`src/hdl/fetch_params.svh`:
```
`ifndef FETCH_PARAMS_SVH
`define FETCH_PARAMS_SVH

////////////////////////////////////////
// widths and memory size
////////////////////////////////////////

`define DATA_WIDTH 32
`define IMEM_ADDR_WIDTH 8
`define IMEM_DEPTH 256

////////////////////////////////////////
// pc source codes and special words
////////////////////////////////////////

`define PC_SRC_SEQ 2'd0
`define PC_SRC_BRANCH 2'd1
`define PC_SRC_JUMP 2'd2
`define PC_SRC_REG 2'd3

`define HALT_OPCODE 6'h3f
// bubble inserted on redirect and after reset
`define NOP_WORD {`DATA_WIDTH{1'b0}}

`endif
```
`src/hdl/fetch_pkg.sv`:
```
`default_nettype none

package fetch_pkg;

	// immediate format, used for branches
	typedef struct packed {
		logic [5:0]  opcode;
		logic [4:0]  rs;
		logic [4:0]  rt;
		logic [15:0] offset;
	} i_form_t;

	// jump format, absolute word target
	typedef struct packed {
		logic [5:0]  opcode;
		logic [25:0] target;
	} j_form_t;

	// one instruction word, two decodings
	typedef union packed {
		i_form_t i_form;
		j_form_t j_form;
	} instr_word_u;

endpackage

`default_nettype wire

```
`src/hdl/pc_next_select.sv`:
```
`timescale 1ns/1ps
`default_nettype none
`include "fetch_params.svh"

module pc_next_select (
	input  wire [1:0]                   pc_src,
	input  wire [`DATA_WIDTH-1:0]       pc_incr,
	input  wire fetch_pkg::instr_word_u latched_instr,
	input  wire [`DATA_WIDTH-1:0]       latched_pc_plus1,
	input  wire [`DATA_WIDTH-1:0]       register_target,
	output logic [`DATA_WIDTH-1:0]      next_pc
);

	logic [`DATA_WIDTH-1:0] offset_ext;
	logic [`DATA_WIDTH-1:0] branch_target;
	logic [`DATA_WIDTH-1:0] jump_target;

	////////////////////////////////////////
	// target decode from the latched word
	////////////////////////////////////////

	// signed word offset, relative to the branch's pc plus one
	assign offset_ext = {{(`DATA_WIDTH-16){latched_instr.i_form.offset[15]}},
		latched_instr.i_form.offset};
	assign branch_target = latched_pc_plus1 + offset_ext;

	// absolute target, upper bits zero
	assign jump_target = {{(`DATA_WIDTH-26){1'b0}}, latched_instr.j_form.target};

	always_comb begin
		case (pc_src)
			`PC_SRC_BRANCH: next_pc = branch_target;
			`PC_SRC_JUMP:   next_pc = jump_target;
			`PC_SRC_REG:    next_pc = register_target;
			default:        next_pc = pc_incr;
		endcase
	end

endmodule

`default_nettype wire

```
`config.mk`:
```
export PLATFORM = sky130hd
export DESIGN_NAME = pc_next_select
export DESIGN_NICKNAME = d
export VERILOG_FILES = /design/src/hdl/fetch_pkg.sv /design/src/hdl/pc_next_select.sv
export VERILOG_INCLUDE_DIRS = /design/src /design/src/hdl
export SDC_FILE = /design/constraint.sdc
export NUM_CORES = 1
export LEC_CHECK = 0
export BUFFER_PORTS_ARGS = -buffer_cell sky130_fd_sc_hd__buf_2
export CAP_MARGIN = 20
export CORE_MARGIN = 10
export CORE_UTILIZATION = 45
export DETAILED_ROUTE_END_ITERATION = 16
export PLACE_DENSITY = 0.86
export SLEW_MARGIN = 20
export SYNTH_ARGS = -nofsm -noshare
export SYNTH_HDL_FRONTEND = slang
export SYNTH_SLANG_ARGS = --single-unit
```
`constraint.sdc`:
```
create_clock -name vclk -period 2.55
set_input_delay 0.1275 -clock vclk [all_inputs]
set_output_delay 0.1275 -clock vclk [all_outputs]
set_load 0.01 [all_outputs]
```
==> impl_metrics.yaml <==
global_routing:
  grt_max_degree: 30
  globalRoute.totalOverflow: 0
  grt_pass1_wl_microns: 15400
  antenna_found_initial: 0
  first_global_vias: 3334
  grtUsageTotal_pct: 21.2
worst_setup_path:
  criticalPathCategory: "primary input to output pin"
  worstPathArrival_ns: 2.56
  cp-end-kind: "output pin"
  crit_buf_inv: 3
  slowest_delay_ns: 0.49
  required_ns: 2.42
  slowest_stage: "mux4_2"
  crit_chain: "buf_6 > ha_4 > inv_2 > fa_2 > nor2b_4 > o31ai_4 > a211oi_2 > nand4bb_1 > a41oi_2 > o21ai_2 > xor2_1 > mux4_2 > buf_6"
  cp_common_cell: "buf_6"
  crit_fanout: 3
  worst_setup_path_start_kind: "primary input"
  cp_top_family: "compound AO/OA/AOI/OAI gates"
sta:
  finalHoldViolCount: 0
  slew_headroom_pct: 54.9
  rsz0062_at_grt: "yes"
  setup_violations: 6
  tightest_slew_ns: 0.676
  setup_slack_ns: -0.133
  period_share_pct: 105
  fmax_mhz: 373
  min_period_ns: 2.68
  fin_tns_setup_ns: -0.501
  slew_viol_final: 0
finish:
  clock_buffers: 0
  final_cells: 547
  fin_area_sq_mm: 0.00404
  nFillCells: 352
  fin_nets: 641
  n_sequential_cell: 0
  antenna_cells: 0
  multiInputGateArea_sq_mm: 0.00267
  seq_area_sq_um: 0
  syn_to_final_growth_pct: 68.7
  drive_gt1_share_pct: 59.3
detailed_routing:
  wl_microns: 10400
  post_drt_wl_per_cell_microns: 18.9
  dr.pass1.iters: 4
  drc: 0
  drtIter0Drc: 156
  final_antenna_net_count: 0
  vias_per_cell: 5.76
  vias: 3152
die:
  fp.dieW_microns: 93.0
  die_h_microns: 93.0
  die_area_sq_mm: 0.00864
  core_area_sq_mm: 0.00514
  ios: 162
  start_util_pct: 46.6
  rows: 26
worst_hold_path:
  min_path_type: "primary input to output pin"
synthesis:
  yosys.cell_types.count: 48
  netlist_area_sq_mm: 0.00239
  ys_seq_area_share_pct: 0
  synth_fp_nets: 448
  synth_common_cells: "a21oi_1, ha_1, mux4_2, nor2_1, xnor2_1"
  yosysTopAreaCell: "mux4_2"
  synth_cells: 286
  postSynthAreaPerCell_sq_um: 8.37
  yosys_warnings: 0
  yosysMostFrequentCell: "a21oi_1"
  yosys-top-cells-area: "mux4_2, ha_1, xnor2_1"
  synth_top_area_share_pct: 24.5
placement:
  dpl-instance-area_sq_mm: 0.00352
  place_inst: 539
  io_buffers: 156
  gp_congestion: 0.955
  hpwl_microns: 8200
job:
  cap_viol_max_count: 0
power:
  p_leak_nw: 1.88
  p_switching_uw: 503
  seq_power_share_pct: 0
  ir_drop_uv: 169
  power_frac_clock_pct: 0
  powerDensity_mw_per_mm2: 261
  p_comb_share_pct: 100.0
  swShare_pct: 47.8
  p_int_uw: 549
  p_total_mw: 1.05
run_status:
  outcome: "finished with violations"
  violations: "setup timing"
==> layout by cell type, fill, tap and decap left out, drive strengths merged, types with 3 or more instances in the layout <==
cell,instances
xor2,8
o21ai,22
and3,3
a21oi,34
nor2b,5
a21o,13
a22oi,6
nand4,7
nand2b,6
inv,11
o21bai,3
a31oi,3
mux4,26
ha,31
xnor2,20
nor3,3
o21a,3
nand2,16
nand3,6
buf,205
nor2,22
==> cell families after synthesis <==
logic type,share of synthesized area [%]
mux,24.9
compound gates,27.6
simple gates,16.2
buf+inv,4.02
xor+xnor,10.2
fa+ha+maj,17.0
==> metal layers <==
| metal | track usage [%] | wire [microns] | up-vias |
|---|---|---|---|
| li1 | - | - | 1502 |
| met1 | 21.9 | 3830 | 1469 |
| met5 | 0 | 0 | - |
| met3 | 4.92 | 772 | 25 |
| met2 | 42.6 | 5530 | 156 |
| met4 | 2.96 | 215 | 0 |
==> power by group through the flow <==
stage | Sequential (mW) | Clock (mW) | Combinational [mW]
2_1_floorplan | 0 | 0 | 0.528
3_3_place_gp | 0 | 0 | 0.855
6_report | 0 | 0 | 1.05
5_1_grt | 0 | 0 | 1.13
4_1_cts | 0 | 0 | 0.973
3_5_place_dp | 0 | 0 | 0.881
==> tightest hold or removal path: cells and delay by family <==
family / cells / cell delay [ns]
compound gates: 2 / 0.12
buf+inv: 2 / 0.20
==> final cells by class <==
type                       instances  share of cell area (%)
tap                               70                    2.17
inverter                          11                    1.02
timing repair buffer             205                    30.7
multi-input combinational        261                    66.1
==> per-stage QoR <==
stage          util (%)  hold slack [ns]  setup slack, ns
2_1_floorplan         -            0.402            0.112
3_3_place_gp       68.4            0.568           -0.236
3_5_place_dp       68.4            0.566           -0.327
4_1_cts            74.8            0.571           -0.159
5_1_grt            78.6            0.620           -0.219
6_report           78.6            0.577           -0.133
==> timing repair <==
item	4_1_cts	5_1_grt
hold buffers	0	0
setup buffers	7	2
pin swaps	28	25
resized for setup	47	36
setup endpoints to repair	14	21
==> path summary, 6_finish.rpt <==
| kind | startpoint | endpoint | slack, ns | depth (start not counted) |
|---|---|---|---|---|
| min | pc_incr[27] | next_pc[27] | 0.58 | 4 |
| max | latched_pc_plus1[0] | next_pc[24] | -0.13 | 13 |
Note: power is estimated with default switching activity, not from simulation.
