<file path="config.mk">
export PLATFORM = sky130hd
export DESIGN_NAME = fetch_control
export DESIGN_NICKNAME = d
export VERILOG_FILES = /design/src/hdl/fetch_pkg.sv /design/src/hdl/fetch_control.sv
export VERILOG_INCLUDE_DIRS = /design/src /design/src/hdl
export SDC_FILE = /design/constraint.sdc
export NUM_CORES = 1
export LEC_CHECK = 0
export BUFFER_PORTS_ARGS = -buffer_cell sky130_fd_sc_hd__buf_2
export CORE_AREA = 4 4 41 43
export CTS_CLUSTER_SIZE = 20
export DETAILED_ROUTE_END_ITERATION = 7
export DIE_AREA = 0 0 45 47
export PLACE_DENSITY = 0.64
export SYNTH_ARGS = -nofsm -noshare
export SYNTH_HDL_FRONTEND = slang
export SYNTH_SLANG_ARGS = --single-unit
</file>
<file path="constraint.sdc">
create_clock -name clk -period 1.3 [get_ports clk]
set_input_delay 0.065 -clock clk [delete_from_list [all_inputs] [get_ports clk]]
set_output_delay 0.065 -clock clk [all_outputs]
set_load 0.1 [all_outputs]
</file>
<file path="src/hdl/fetch_params.svh">
`ifndef FETCH_PARAMS_SVH
`define FETCH_PARAMS_SVH

////////////////////////////////////////
// widths and memory size
////////////////////////////////////////

`define DATA_WIDTH 32
`define IMEM_ADDR_WIDTH 8
`define IMEM_DEPTH 256

////////////////////////////////////////
// pc source codes and special words
////////////////////////////////////////

`define PC_SRC_SEQ 2'd0
`define PC_SRC_BRANCH 2'd1
`define PC_SRC_JUMP 2'd2
`define PC_SRC_REG 2'd3

`define HALT_OPCODE 6'h3f
// bubble inserted on redirect and after reset
`define NOP_WORD {`DATA_WIDTH{1'b0}}

`endif
</file>
<file path="src/hdl/fetch_pkg.sv">
`default_nettype none

package fetch_pkg;

	// immediate format, used for branches
	typedef struct packed {
		logic [5:0]  opcode;
		logic [4:0]  rs;
		logic [4:0]  rt;
		logic [15:0] offset;
	} i_form_t;

	// jump format, absolute word target
	typedef struct packed {
		logic [5:0]  opcode;
		logic [25:0] target;
	} j_form_t;

	// one instruction word, two decodings
	typedef union packed {
		i_form_t i_form;
		j_form_t j_form;
	} instr_word_u;

endpackage

`default_nettype wire

</file>
<file path="src/hdl/fetch_control.sv">
`timescale 1ns/1ps
`default_nettype none
`include "fetch_params.svh"

module fetch_control (
	input  wire                    clk,
	input  wire                    reset,
	input  wire                    start,
	input  wire                    stall,
	input  wire [1:0]              pc_src,
	input  wire                    load_write,
	input  wire fetch_pkg::instr_word_u fetched,
	output logic                   pc_enable,
	output logic                   pc_clear,
	output logic                   latch_enable,
	output logic                   latch_clear,
	output logic                   mem_write,
	output logic                   debug_select,
	output logic                   running,
	output logic                   halted
);

	localparam logic [1:0] ST_IDLE   = 2'd0;
	localparam logic [1:0] ST_RUN    = 2'd1;
	localparam logic [1:0] ST_HALTED = 2'd2;

	logic [1:0] state;
	logic [1:0] state_next;
	logic       redirect;
	logic       halt_seen;
	logic       launch;

	assign redirect  = (pc_src != `PC_SRC_SEQ);
	assign halt_seen = (fetched.i_form.opcode == `HALT_OPCODE);
	// start only counts outside of run
	assign launch    = start && (state != ST_RUN);

	always_ff @(posedge clk) begin
		if (reset)
			state <= ST_IDLE;
		else
			state <= state_next;
	end

	////////////////////////////////////////
	// strobes per state
	////////////////////////////////////////

	always_comb begin
		state_next   = state;
		pc_enable    = 1'b0;
		pc_clear     = launch;
		latch_enable = 1'b0;
		latch_clear  = launch;
		if (launch) begin
			state_next = ST_RUN;
		end else if (state == ST_RUN && !stall) begin
			if (redirect) begin
				// wrong-path word dropped, even a halt
				pc_enable   = 1'b1;
				latch_clear = 1'b1;
			end else if (halt_seen) begin
				// halt word goes down the pipe, pc frozen
				latch_enable = 1'b1;
				state_next   = ST_HALTED;
			end else begin
				pc_enable    = 1'b1;
				latch_enable = 1'b1;
			end
		end
	end

	assign running      = (state == ST_RUN);
	assign halted       = (state == ST_HALTED);
	assign debug_select = !running;
	// memory loads only while fetch is stopped
	assign mem_write    = load_write && debug_select;

endmodule

`default_nettype wire

</file>
==> results.ini <==
[run_status]
status=finished with violations
violations=negative setup slack

[detailed_routing]
highest_layer=met3
drc_errors=0
vias=246
met2WireLength_um=333
wl_met3_um=81
wl_per_cell_um=9.492
first_pass_iters=2
drtAntennaViolNets=0
drt_iter0_markers=1
met1_length_um=203
detail_route.vias_per_cell=3.785
drt_wl_total_um=617

[grt]
grt_first_pass_wirelength_um=821
antenna_found_initial=0
grt_overflow=0
grt_pass1_vias=236
grt_max_degree=6
groute.usage.overall=0.05757

[timing]
whs_ns=0.01651
timing.fmax_mhz=717.7
tightest_slew_ns=0.3335
rsz0062_at_grt=true
setup_viol=3
fin_crit_ns=1.393
slew-limit-headroom=0.7760
min_period_over_period=1.072
finalWorstSetupSlack_ns=-0.09339
skew_ns=0.002922
slew_violations=0
hold_violations=0

[yosys]
syn_area_per_cell_um2=7.328
synthesis.area_um2=153.9
synth-seq-area-share=0.2602
ys_types=15
synth_seq_cells=2
syn_inst=21
synth_nets=60
synth_warnings=0

[clock_network]
htreeDepth=1
cts-root-buf=clkbuf_4
clock_sinks=2
cts_tree=built
clk_pin_slew_ns=0.03
clockBufferDepth=2
numCtsBuffers=3
insertion_delay_ns=0.23

[run]
maxCapViolations=0

[layout]
multi_input_area_um2=146.4
mostFrequentLayoutCell=buf_2
reg_top3=state: 2 flops
finalInstanceArea_um2=510.5
n_antenna_cell=0
nNetsFinal=91
layout_common_cells=buf_2, buf_12, clkbuf_4, buf_6, buf_4
largest_register_ff_count=2
top_register=state
fillers=132
drive_above_1_share=0.8200
syn_to_final_growth_pct=231.7
register_area_um2=42.54

[worst_setup_path]
startpoint_type=flop
ff2ff_setup_slack_ns=0.04
critPathCaptureType=output port
cp.required_ns=1.24
ff2ff_path_depth=3
r2r_end=state[0]
r2r-start=state[1]
worstPathArrival_ns=1.33
crit_fanout=2
worst-setup-path-type=reg2out

[floorplan]
row_count=13
coreArea_mm2=0.001301
io-pin-count=47
die_x_um=45
die_y_um=47
initial_core_util=0.1183
dieArea_mm2=0.002115

[worst_hold_path]
hp-class=in2reg
hold_path_startpoint=reset
hold_depth=2
hold_path_end=state[0]

[placed_design]
place_area_um2=449.2
routabilityCongestion=0.6706
io_buffers=20

[power_and_ir_drop]
pwr_density_cell_mw_per_mm2=869.9
ir_drop_mv=0.3777
p_leak_nw=0.2382
finalPower_mw=0.4441

==> final cells by class <==
cell class,count,share of cell area
repair buffers,26,0.5417
multi-input cells,18,0.2868
clock buffers,3,0.04412
inverters,1,0.007353
flip-flops and latches,2,0.08333
well taps,15,0.03676
==> critical path, stage by stage (launching register included) <==
cell and delay, ns:
dfxtp_2 0.31, or3b_4 0.38, buf_6 0.14, nor2_4 0.09, buf_12 0.18
==> power by group <==
group / leakage (nW) / total, mW / internal (mW) / switching (mW)
combinational: 0.207 / 0.240 / 0.0966 / 0.143
sequential: 0.0171 / 0.0654 / 0.0645 / 0.000894
clock: 0.0138 / 0.139 / 0.102 / 0.0371
total: 0.238 / 0.444 / 0.263 / 0.181
==> how the worst max path moves through the flow <==
stage | cells past startpoint | to | startpoint | slack (ns)
finish | 4 | pc_enable | state[1] | -0.09
global route | 4 | latch_enable | state[1] | -0.13
CTS | 4 | pc_enable | state[1] | -0.12
detailed placement | 3 | state[0] | state[1] | 0.03
global placement | 3 | state[0] | state[1] | 0.06
floorplan | 3 | latch_clear | state[1] | -0.15
==> routing by layer <==
metal  global-route usage  vias up
li1                     -      130
met4              0.07018        0
met5                    0        -
met2              0.09605       13
met1              0.05204      103
met3              0.01533        0
==> what timing repair did <==
item                                    CTS  global route
pin swaps                                 1             1
hold buffers                              0             0
endpoints found under the setup margin    3             6
gates resized for setup                   2             4
cloned                                    0             0
setup buffers                             2             1
==> cell usage after synthesis (all sizes together) <==
library cell  instances  area (um2)
or3b                  1       8.760
or2                   1       6.260
and2                  2       12.51
nand2                 1       3.750
nor4                  1       12.51
nor3                  2       10.01
o21a                  1       7.510
nor2                  4       15.01
inv                   1       3.750
a21oi                 1       5.000
nand2b                1       6.260
and2b                 1       8.760
nand4                 1       6.260
a21o                  1       7.510
dfxtp                 2       40.04
==> per-stage QoR <==
stage	instances	setup slack (ns)	TNS [ns]	utilization
floorplan	21	-0.1456	-0.5095	-
global placement	59	0.05505	0	0.3452
detailed placement	59	0.03421	0	0.3452
CTS	64	-0.1212	-0.3145	0.3788
global route	65	-0.1308	-0.3543	0.3923
finish	65	-0.09339	-0.2412	0.3923
==> logic make-up (layout without fill, tap and decap cells) <==
family	count (synthesis)	in the layout	synth area share
flops	2	2	0.2602
compound gates	3	3	0.1301
simple gates	15	15	0.5854
buf+inv	1	30	0.02437
Power figures use the tool's default switching activity.
