==> config.mk <==
export PLATFORM = sky130hd
export DESIGN_NAME = if_id_latch
export DESIGN_NICKNAME = d
export VERILOG_FILES = /design/src/hdl/fetch_pkg.sv /design/src/hdl/if_id_latch.sv
export VERILOG_INCLUDE_DIRS = /design/src /design/src/hdl
export SDC_FILE = /design/constraint.sdc
export NUM_CORES = 1
export LEC_CHECK = 0
export ABC_AREA = 1
export BUFFER_PORTS_ARGS = -buffer_cell sky130_fd_sc_hd__buf_2
export CAP_MARGIN = 20
export CORE_MARGIN = 1
export CORE_UTILIZATION = 45
export DETAILED_ROUTE_END_ITERATION = 7
export PLACE_DENSITY = 0.79
export SLEW_MARGIN = 15
export SYNTH_ARGS = -nofsm -noshare
export SYNTH_HDL_FRONTEND = slang
export SYNTH_SLANG_ARGS = --single-unit
==> constraint.sdc <==
create_clock -name clk -period 0.85 [get_ports clk]
set_input_delay 0.0425 -clock clk [delete_from_list [all_inputs] [get_ports clk]]
set_output_delay 0.0425 -clock clk [all_outputs]
set_load 0.05 [all_outputs]
==> src/hdl/fetch_params.svh <==
`ifndef FETCH_PARAMS_SVH
`define FETCH_PARAMS_SVH

////////////////////////////////////////
// widths and memory size
////////////////////////////////////////

`define DATA_WIDTH 32
`define IMEM_ADDR_WIDTH 8
`define IMEM_DEPTH 256

////////////////////////////////////////
// pc source codes and special words
////////////////////////////////////////

`define PC_SRC_SEQ 2'd0
`define PC_SRC_BRANCH 2'd1
`define PC_SRC_JUMP 2'd2
`define PC_SRC_REG 2'd3

`define HALT_OPCODE 6'h3f
// bubble inserted on redirect and after reset
`define NOP_WORD {`DATA_WIDTH{1'b0}}

`endif
==> src/hdl/fetch_pkg.sv <==
`default_nettype none

package fetch_pkg;

	// immediate format, used for branches
	typedef struct packed {
		logic [5:0]  opcode;
		logic [4:0]  rs;
		logic [4:0]  rt;
		logic [15:0] offset;
	} i_form_t;

	// jump format, absolute word target
	typedef struct packed {
		logic [5:0]  opcode;
		logic [25:0] target;
	} j_form_t;

	// one instruction word, two decodings
	typedef union packed {
		i_form_t i_form;
		j_form_t j_form;
	} instr_word_u;

endpackage

`default_nettype wire

==> src/hdl/if_id_latch.sv <==
`timescale 1ns/1ps
`default_nettype none
`include "fetch_params.svh"

module if_id_latch (
	input  wire                         clk,
	input  wire                         reset,
	input  wire                         enable,
	input  wire                         clear,
	input  wire fetch_pkg::instr_word_u instr_in,
	input  wire [`DATA_WIDTH-1:0]       pc_plus1_in,
	output fetch_pkg::instr_word_u      instr_out,
	output logic [`DATA_WIDTH-1:0]      pc_plus1_out
);

	////////////////////////////////////////
	// IF/ID register
	////////////////////////////////////////

	// clear beats enable so a redirect always drops the word
	always_ff @(posedge clk) begin
		if (reset || clear) begin
			instr_out    <= `NOP_WORD;
			pc_plus1_out <= '0;
		end else if (enable) begin
			instr_out    <= instr_in;
			pc_plus1_out <= pc_plus1_in;
		end
	end

	// otherwise hold, which covers a stall

endmodule

`default_nettype wire

==> impl_metrics.sql <==
INSERT INTO impl_metrics (metric_group, metric, value, unit) VALUES
('run_status', 'outcome', 'finished, violations left', ''),
('run_status', 'violated_checks', 'setup timing', ''),
('synth', 'synth-main-ff-cell', 'sky130_fd_sc_hd__dfxtp_1', ''),
('global_routing', 'pin_count_of_the_biggest_net_entering_global_routing', '55', ''),
('placement', 'area_after_detailed_placement', '3374', 'um^2'),
('timing', 'setup-violations-final', '62', ''),
('worst_hold_path', 'worst_hold_path.endpoint', 'instr_out[31]$_SDFFE_PP0P_', ''),
('cts', 'cts_max_path_buffers', '2', ''),
('layout', 'core_util_final', '0.8771', ''),
('routing', 'drt-initial-drc-count', '159', ''),
('power_and_ir_drop', 'power_frac_seq', '0.419', ''),
('routing', 'drt_first_pass_iters', '4', ''),
('job', 'maxCapViolations', '0', ''),
('routing', 'drt.antenna.violating_nets', '0', ''),
('layout', 'flow.area_growth_from_synthesis', '84.12', '%'),
('cts', 'clock_sinks', '64', ''),
('routing', 'post-route-drc-count', '0', ''),
('setup_path', 'worst-r2r-cell-count', '4', ''),
('setup_path', 'critical-path-max-stage-delay', '370', 'ps'),
('setup_path', 'setup.worst_path.start_class', 'flop', ''),
('synth', 'yosysSeqAreaShare', '0.4796', ''),
('global_routing', 'grt_pass1_wl', '14420', 'um'),
('setup_path', 'worstPathArrival', '860', 'ps'),
('global_routing', 'grt_antenna_before_repair', '0', ''),
('power_and_ir_drop', 'power-per-cell-area', '1590', 'nW/um^2'),
('power_and_ir_drop', 'p_int', '5.505', 'mW'),
('timing', 'report.final.slew_viol_count', '0', ''),
('global_routing', 'global_route.usage.met2', '0.5828', ''),
('global_routing', 'met3_usage', '0.1080', ''),
('synth', 'synth_seq_cells', '64', ''),
('setup_path', 'largest_fanout_on_the_critical_path', '2', ''),
('power_and_ir_drop', 'static-leakage-power', '2.572', 'nW'),
('global_routing', 'grt_util_all_layers', '0.3061', ''),
('floorplanning', 'floorplan.core_area', '5608', 'um^2'),
('placement', 'half_perimeter_wire_length_of_the_detailed_placement_result', '4144', 'um'),
('timing', 'timing.final.ws_setup', '-48.94', 'ps'),
('synth', 'synth_area', '2671', 'um^2'),
('routing', 'detail_route.vias_per_cell', '4.743', ''),
('cts', 'clock-root-buffer', 'sky130_fd_sc_hd__clkbuf_8', ''),
('setup_path', 'worst_case_register_to_register_setup_slack', '20', 'ps'),
('timing', 'slew_headroom', '0.8499', ''),
('timing', 'max_freq', '1112', 'MHz'),
('floorplanning', 'boundaryPins', '132', ''),
('global_routing', 'met1_usage', '0.2985', ''),
('worst_hold_path', 'classification_of_the_worst_slack_hold_path', 'primary input to flop', ''),
('global_routing', 'grt.busiest_layer', 'met2', ''),
('setup_path', 'critical_path.top_delay_family', 'flip-flops', ''),
('setup_path', 'crit_required', '810', 'ps'),
('placement', 'globalplace.congestion', '0.7321', ''),
('layout', 'fraction_of_final_layout_cells_sized_beyond_drive_strength_1', '0.3868', ''),
('setup_path', 'worst-setup-path-type', 'flop to output pin', ''),
('synth', 'synth.distinct_cells', '9', ''),
('power_and_ir_drop', 'max-vdd-ir-drop', '0.001115', 'V'),
('synth', 'netlist_instances', '405', ''),
('floorplanning', 'design.die.area', '6248', 'um^2'),
('global_routing', 'via_count_of_the_first_global_routing_pass', '3167', ''),
('synth', 'synth-async-reset-ratio', '0', ''),
('routing', 'wl_per_cell', '14.95', 'um'),
('worst_hold_path', 'worstHoldPathCells', '5', ''),
('timing', 'timing.final.crit_share', '1.058', ''),
('synth', 'postSynthAreaPerCell', '6.596', 'um^2'),
('floorplanning', 'die_height', '79.05', 'um'),
('routing', 'drt_wl_total', '10120', 'um'),
('cts', 'clkSlewWorstSetupHoldPaths', '70', 'ps'),
('synth', 'synth_edf_count', '0', ''),
('cts', 'clk_latency', '320', 'ps'),
('synth', 'synth_common_cells', '128 x sky130_fd_sc_hd__nand2_1, 122 x sky130_fd_sc_hd__nor2_1, 64 x sky130_fd_sc_hd__dfxtp_1, 64 x sky130_fd_sc_hd__inv_1, 14 x sky130_fd_sc_hd__buf_4', ''),
('timing', 'totalNegativeSetupSlack', '-1304', 'ps'),
('setup_path', 'r2r-start', 'pc_plus1_out[23]$_SDFFE_PP0P_', ''),
('placement', 'number_of_buffers_inserted_by_port_buffering', '131', ''),
('synth', 'top_cells_by_area_synth', 'sky130_fd_sc_hd__dfxtp_1 48%, sky130_fd_sc_hd__nand2_1 18%, sky130_fd_sc_hd__nor2_1 17%', '');
==> layout by cell type (no fill, tap or decap) <==
cell / instances
sky130_fd_sc_hd__nand2_1: 128
sky130_fd_sc_hd__nor2_1: 122
sky130_fd_sc_hd__buf_2: 66
sky130_fd_sc_hd__inv_1: 64
sky130_fd_sc_hd__dfxtp_2: 64
sky130_fd_sc_hd__buf_8: 60
sky130_fd_sc_hd__dlygate4sd3_1: 55
sky130_fd_sc_hd__buf_4: 14
sky130_fd_sc_hd__clkbuf_8: 11
sky130_fd_sc_hd__nor2_2: 6
sky130_fd_sc_hd__buf_12: 5
sky130_fd_sc_hd__buf_6: 4
sky130_fd_sc_hd__clkinv_2: 2
sky130_fd_sc_hd__clkbuf_1: 2
sky130_fd_sc_hd__nor2_8: 1
sky130_fd_sc_hd__bufinv_16: 1
==> state kept, by name, indices dropped and copies added, names as in the netlist <==
register / cells
pc_plus1_out: 32
instr_out: 32
==> cell type report <==
class	instances	area [um^2]
clock buffer	13	158.9
clock inverter	3	40.04
fill	266	689.4
inverter	64	240.2
multi-input combinational	257	996.0
sequential	64	1361
tap	72	90.09
timing repair buffer	204	2032
==> power by group through the flow <==
stage                     Sequential (mW)  Clock (mW)  Combinational, mW
after floorplan                      3.71           0              0.476
after global placement               3.25           0               1.26
after detailed placement             3.26           0               1.28
after CTS                            3.26        2.69               1.69
after global routing                 3.29        2.86               1.97
final                                3.28        2.68               1.86
==> cell families (layout without fill, tap and decap cells) <==
logic type	count (synthesis)	in the layout	share of synthesized area
buf+inv	84	284	0.1475
flops	64	64	0.4796
simple gates	257	257	0.3728
==> per-layer routing <==
layer / share of wire / routed length (um)
met5: 0 / 0
met4: 0.027 / 273
met3: 0.084 / 847
met2: 0.54 / 5429
met1: 0.35 / 3572
==> tightest hold or removal path, delay by kind of cell <==
| kind | cells | cell delay, ps |
|---|---|---|
| buffers and inverters | 2 | 150 |
| and+or+nand+nor | 3 | 140 |
==> through the flow <==
| stage | instances | worst slack (ps) | hold WS [ps] |
|---|---|---|---|
| finish | 677 | -48.94 | 22.64 |
| global route | 677 | -85.08 | 8.194 |
| CTS | 668 | -47.66 | 2.437 |
| detailed placement | 593 | 88.11 | 334.7 |
| global placement | 593 | 125.8 | 324.4 |
| floorplan | 405 | 14.82 | 191.7 |
==> how the worst max path moves through the flow <==
stage / end / cells after the start / from
after CTS: instr_out[13] / 1 / instr_out[13]$_SDFFE_PP0P_
after floorplan: instr_out[0]$_SDFFE_PP0P_ / 2 / instr_out[0]$_SDFFE_PP0P_
final: pc_plus1_out[27] / 1 / pc_plus1_out[27]$_SDFFE_PP0P_
after global placement: instr_out[23]$_SDFFE_PP0P_ / 5 / clear
after global routing: pc_plus1_out[27] / 1 / pc_plus1_out[27]$_SDFFE_PP0P_
after detailed placement: pc_plus1_out[6]$_SDFFE_PP0P_ / 5 / clear
==> timing repair <==
action,4_1_cts,5_1_grt
setup buffers,4,9
endpoints found under the hold margin,55,0
hold buffers,55,0
gates resized for setup,222,23
endpoints found under the setup margin,64,64
(Power assumes the default switching activity.)
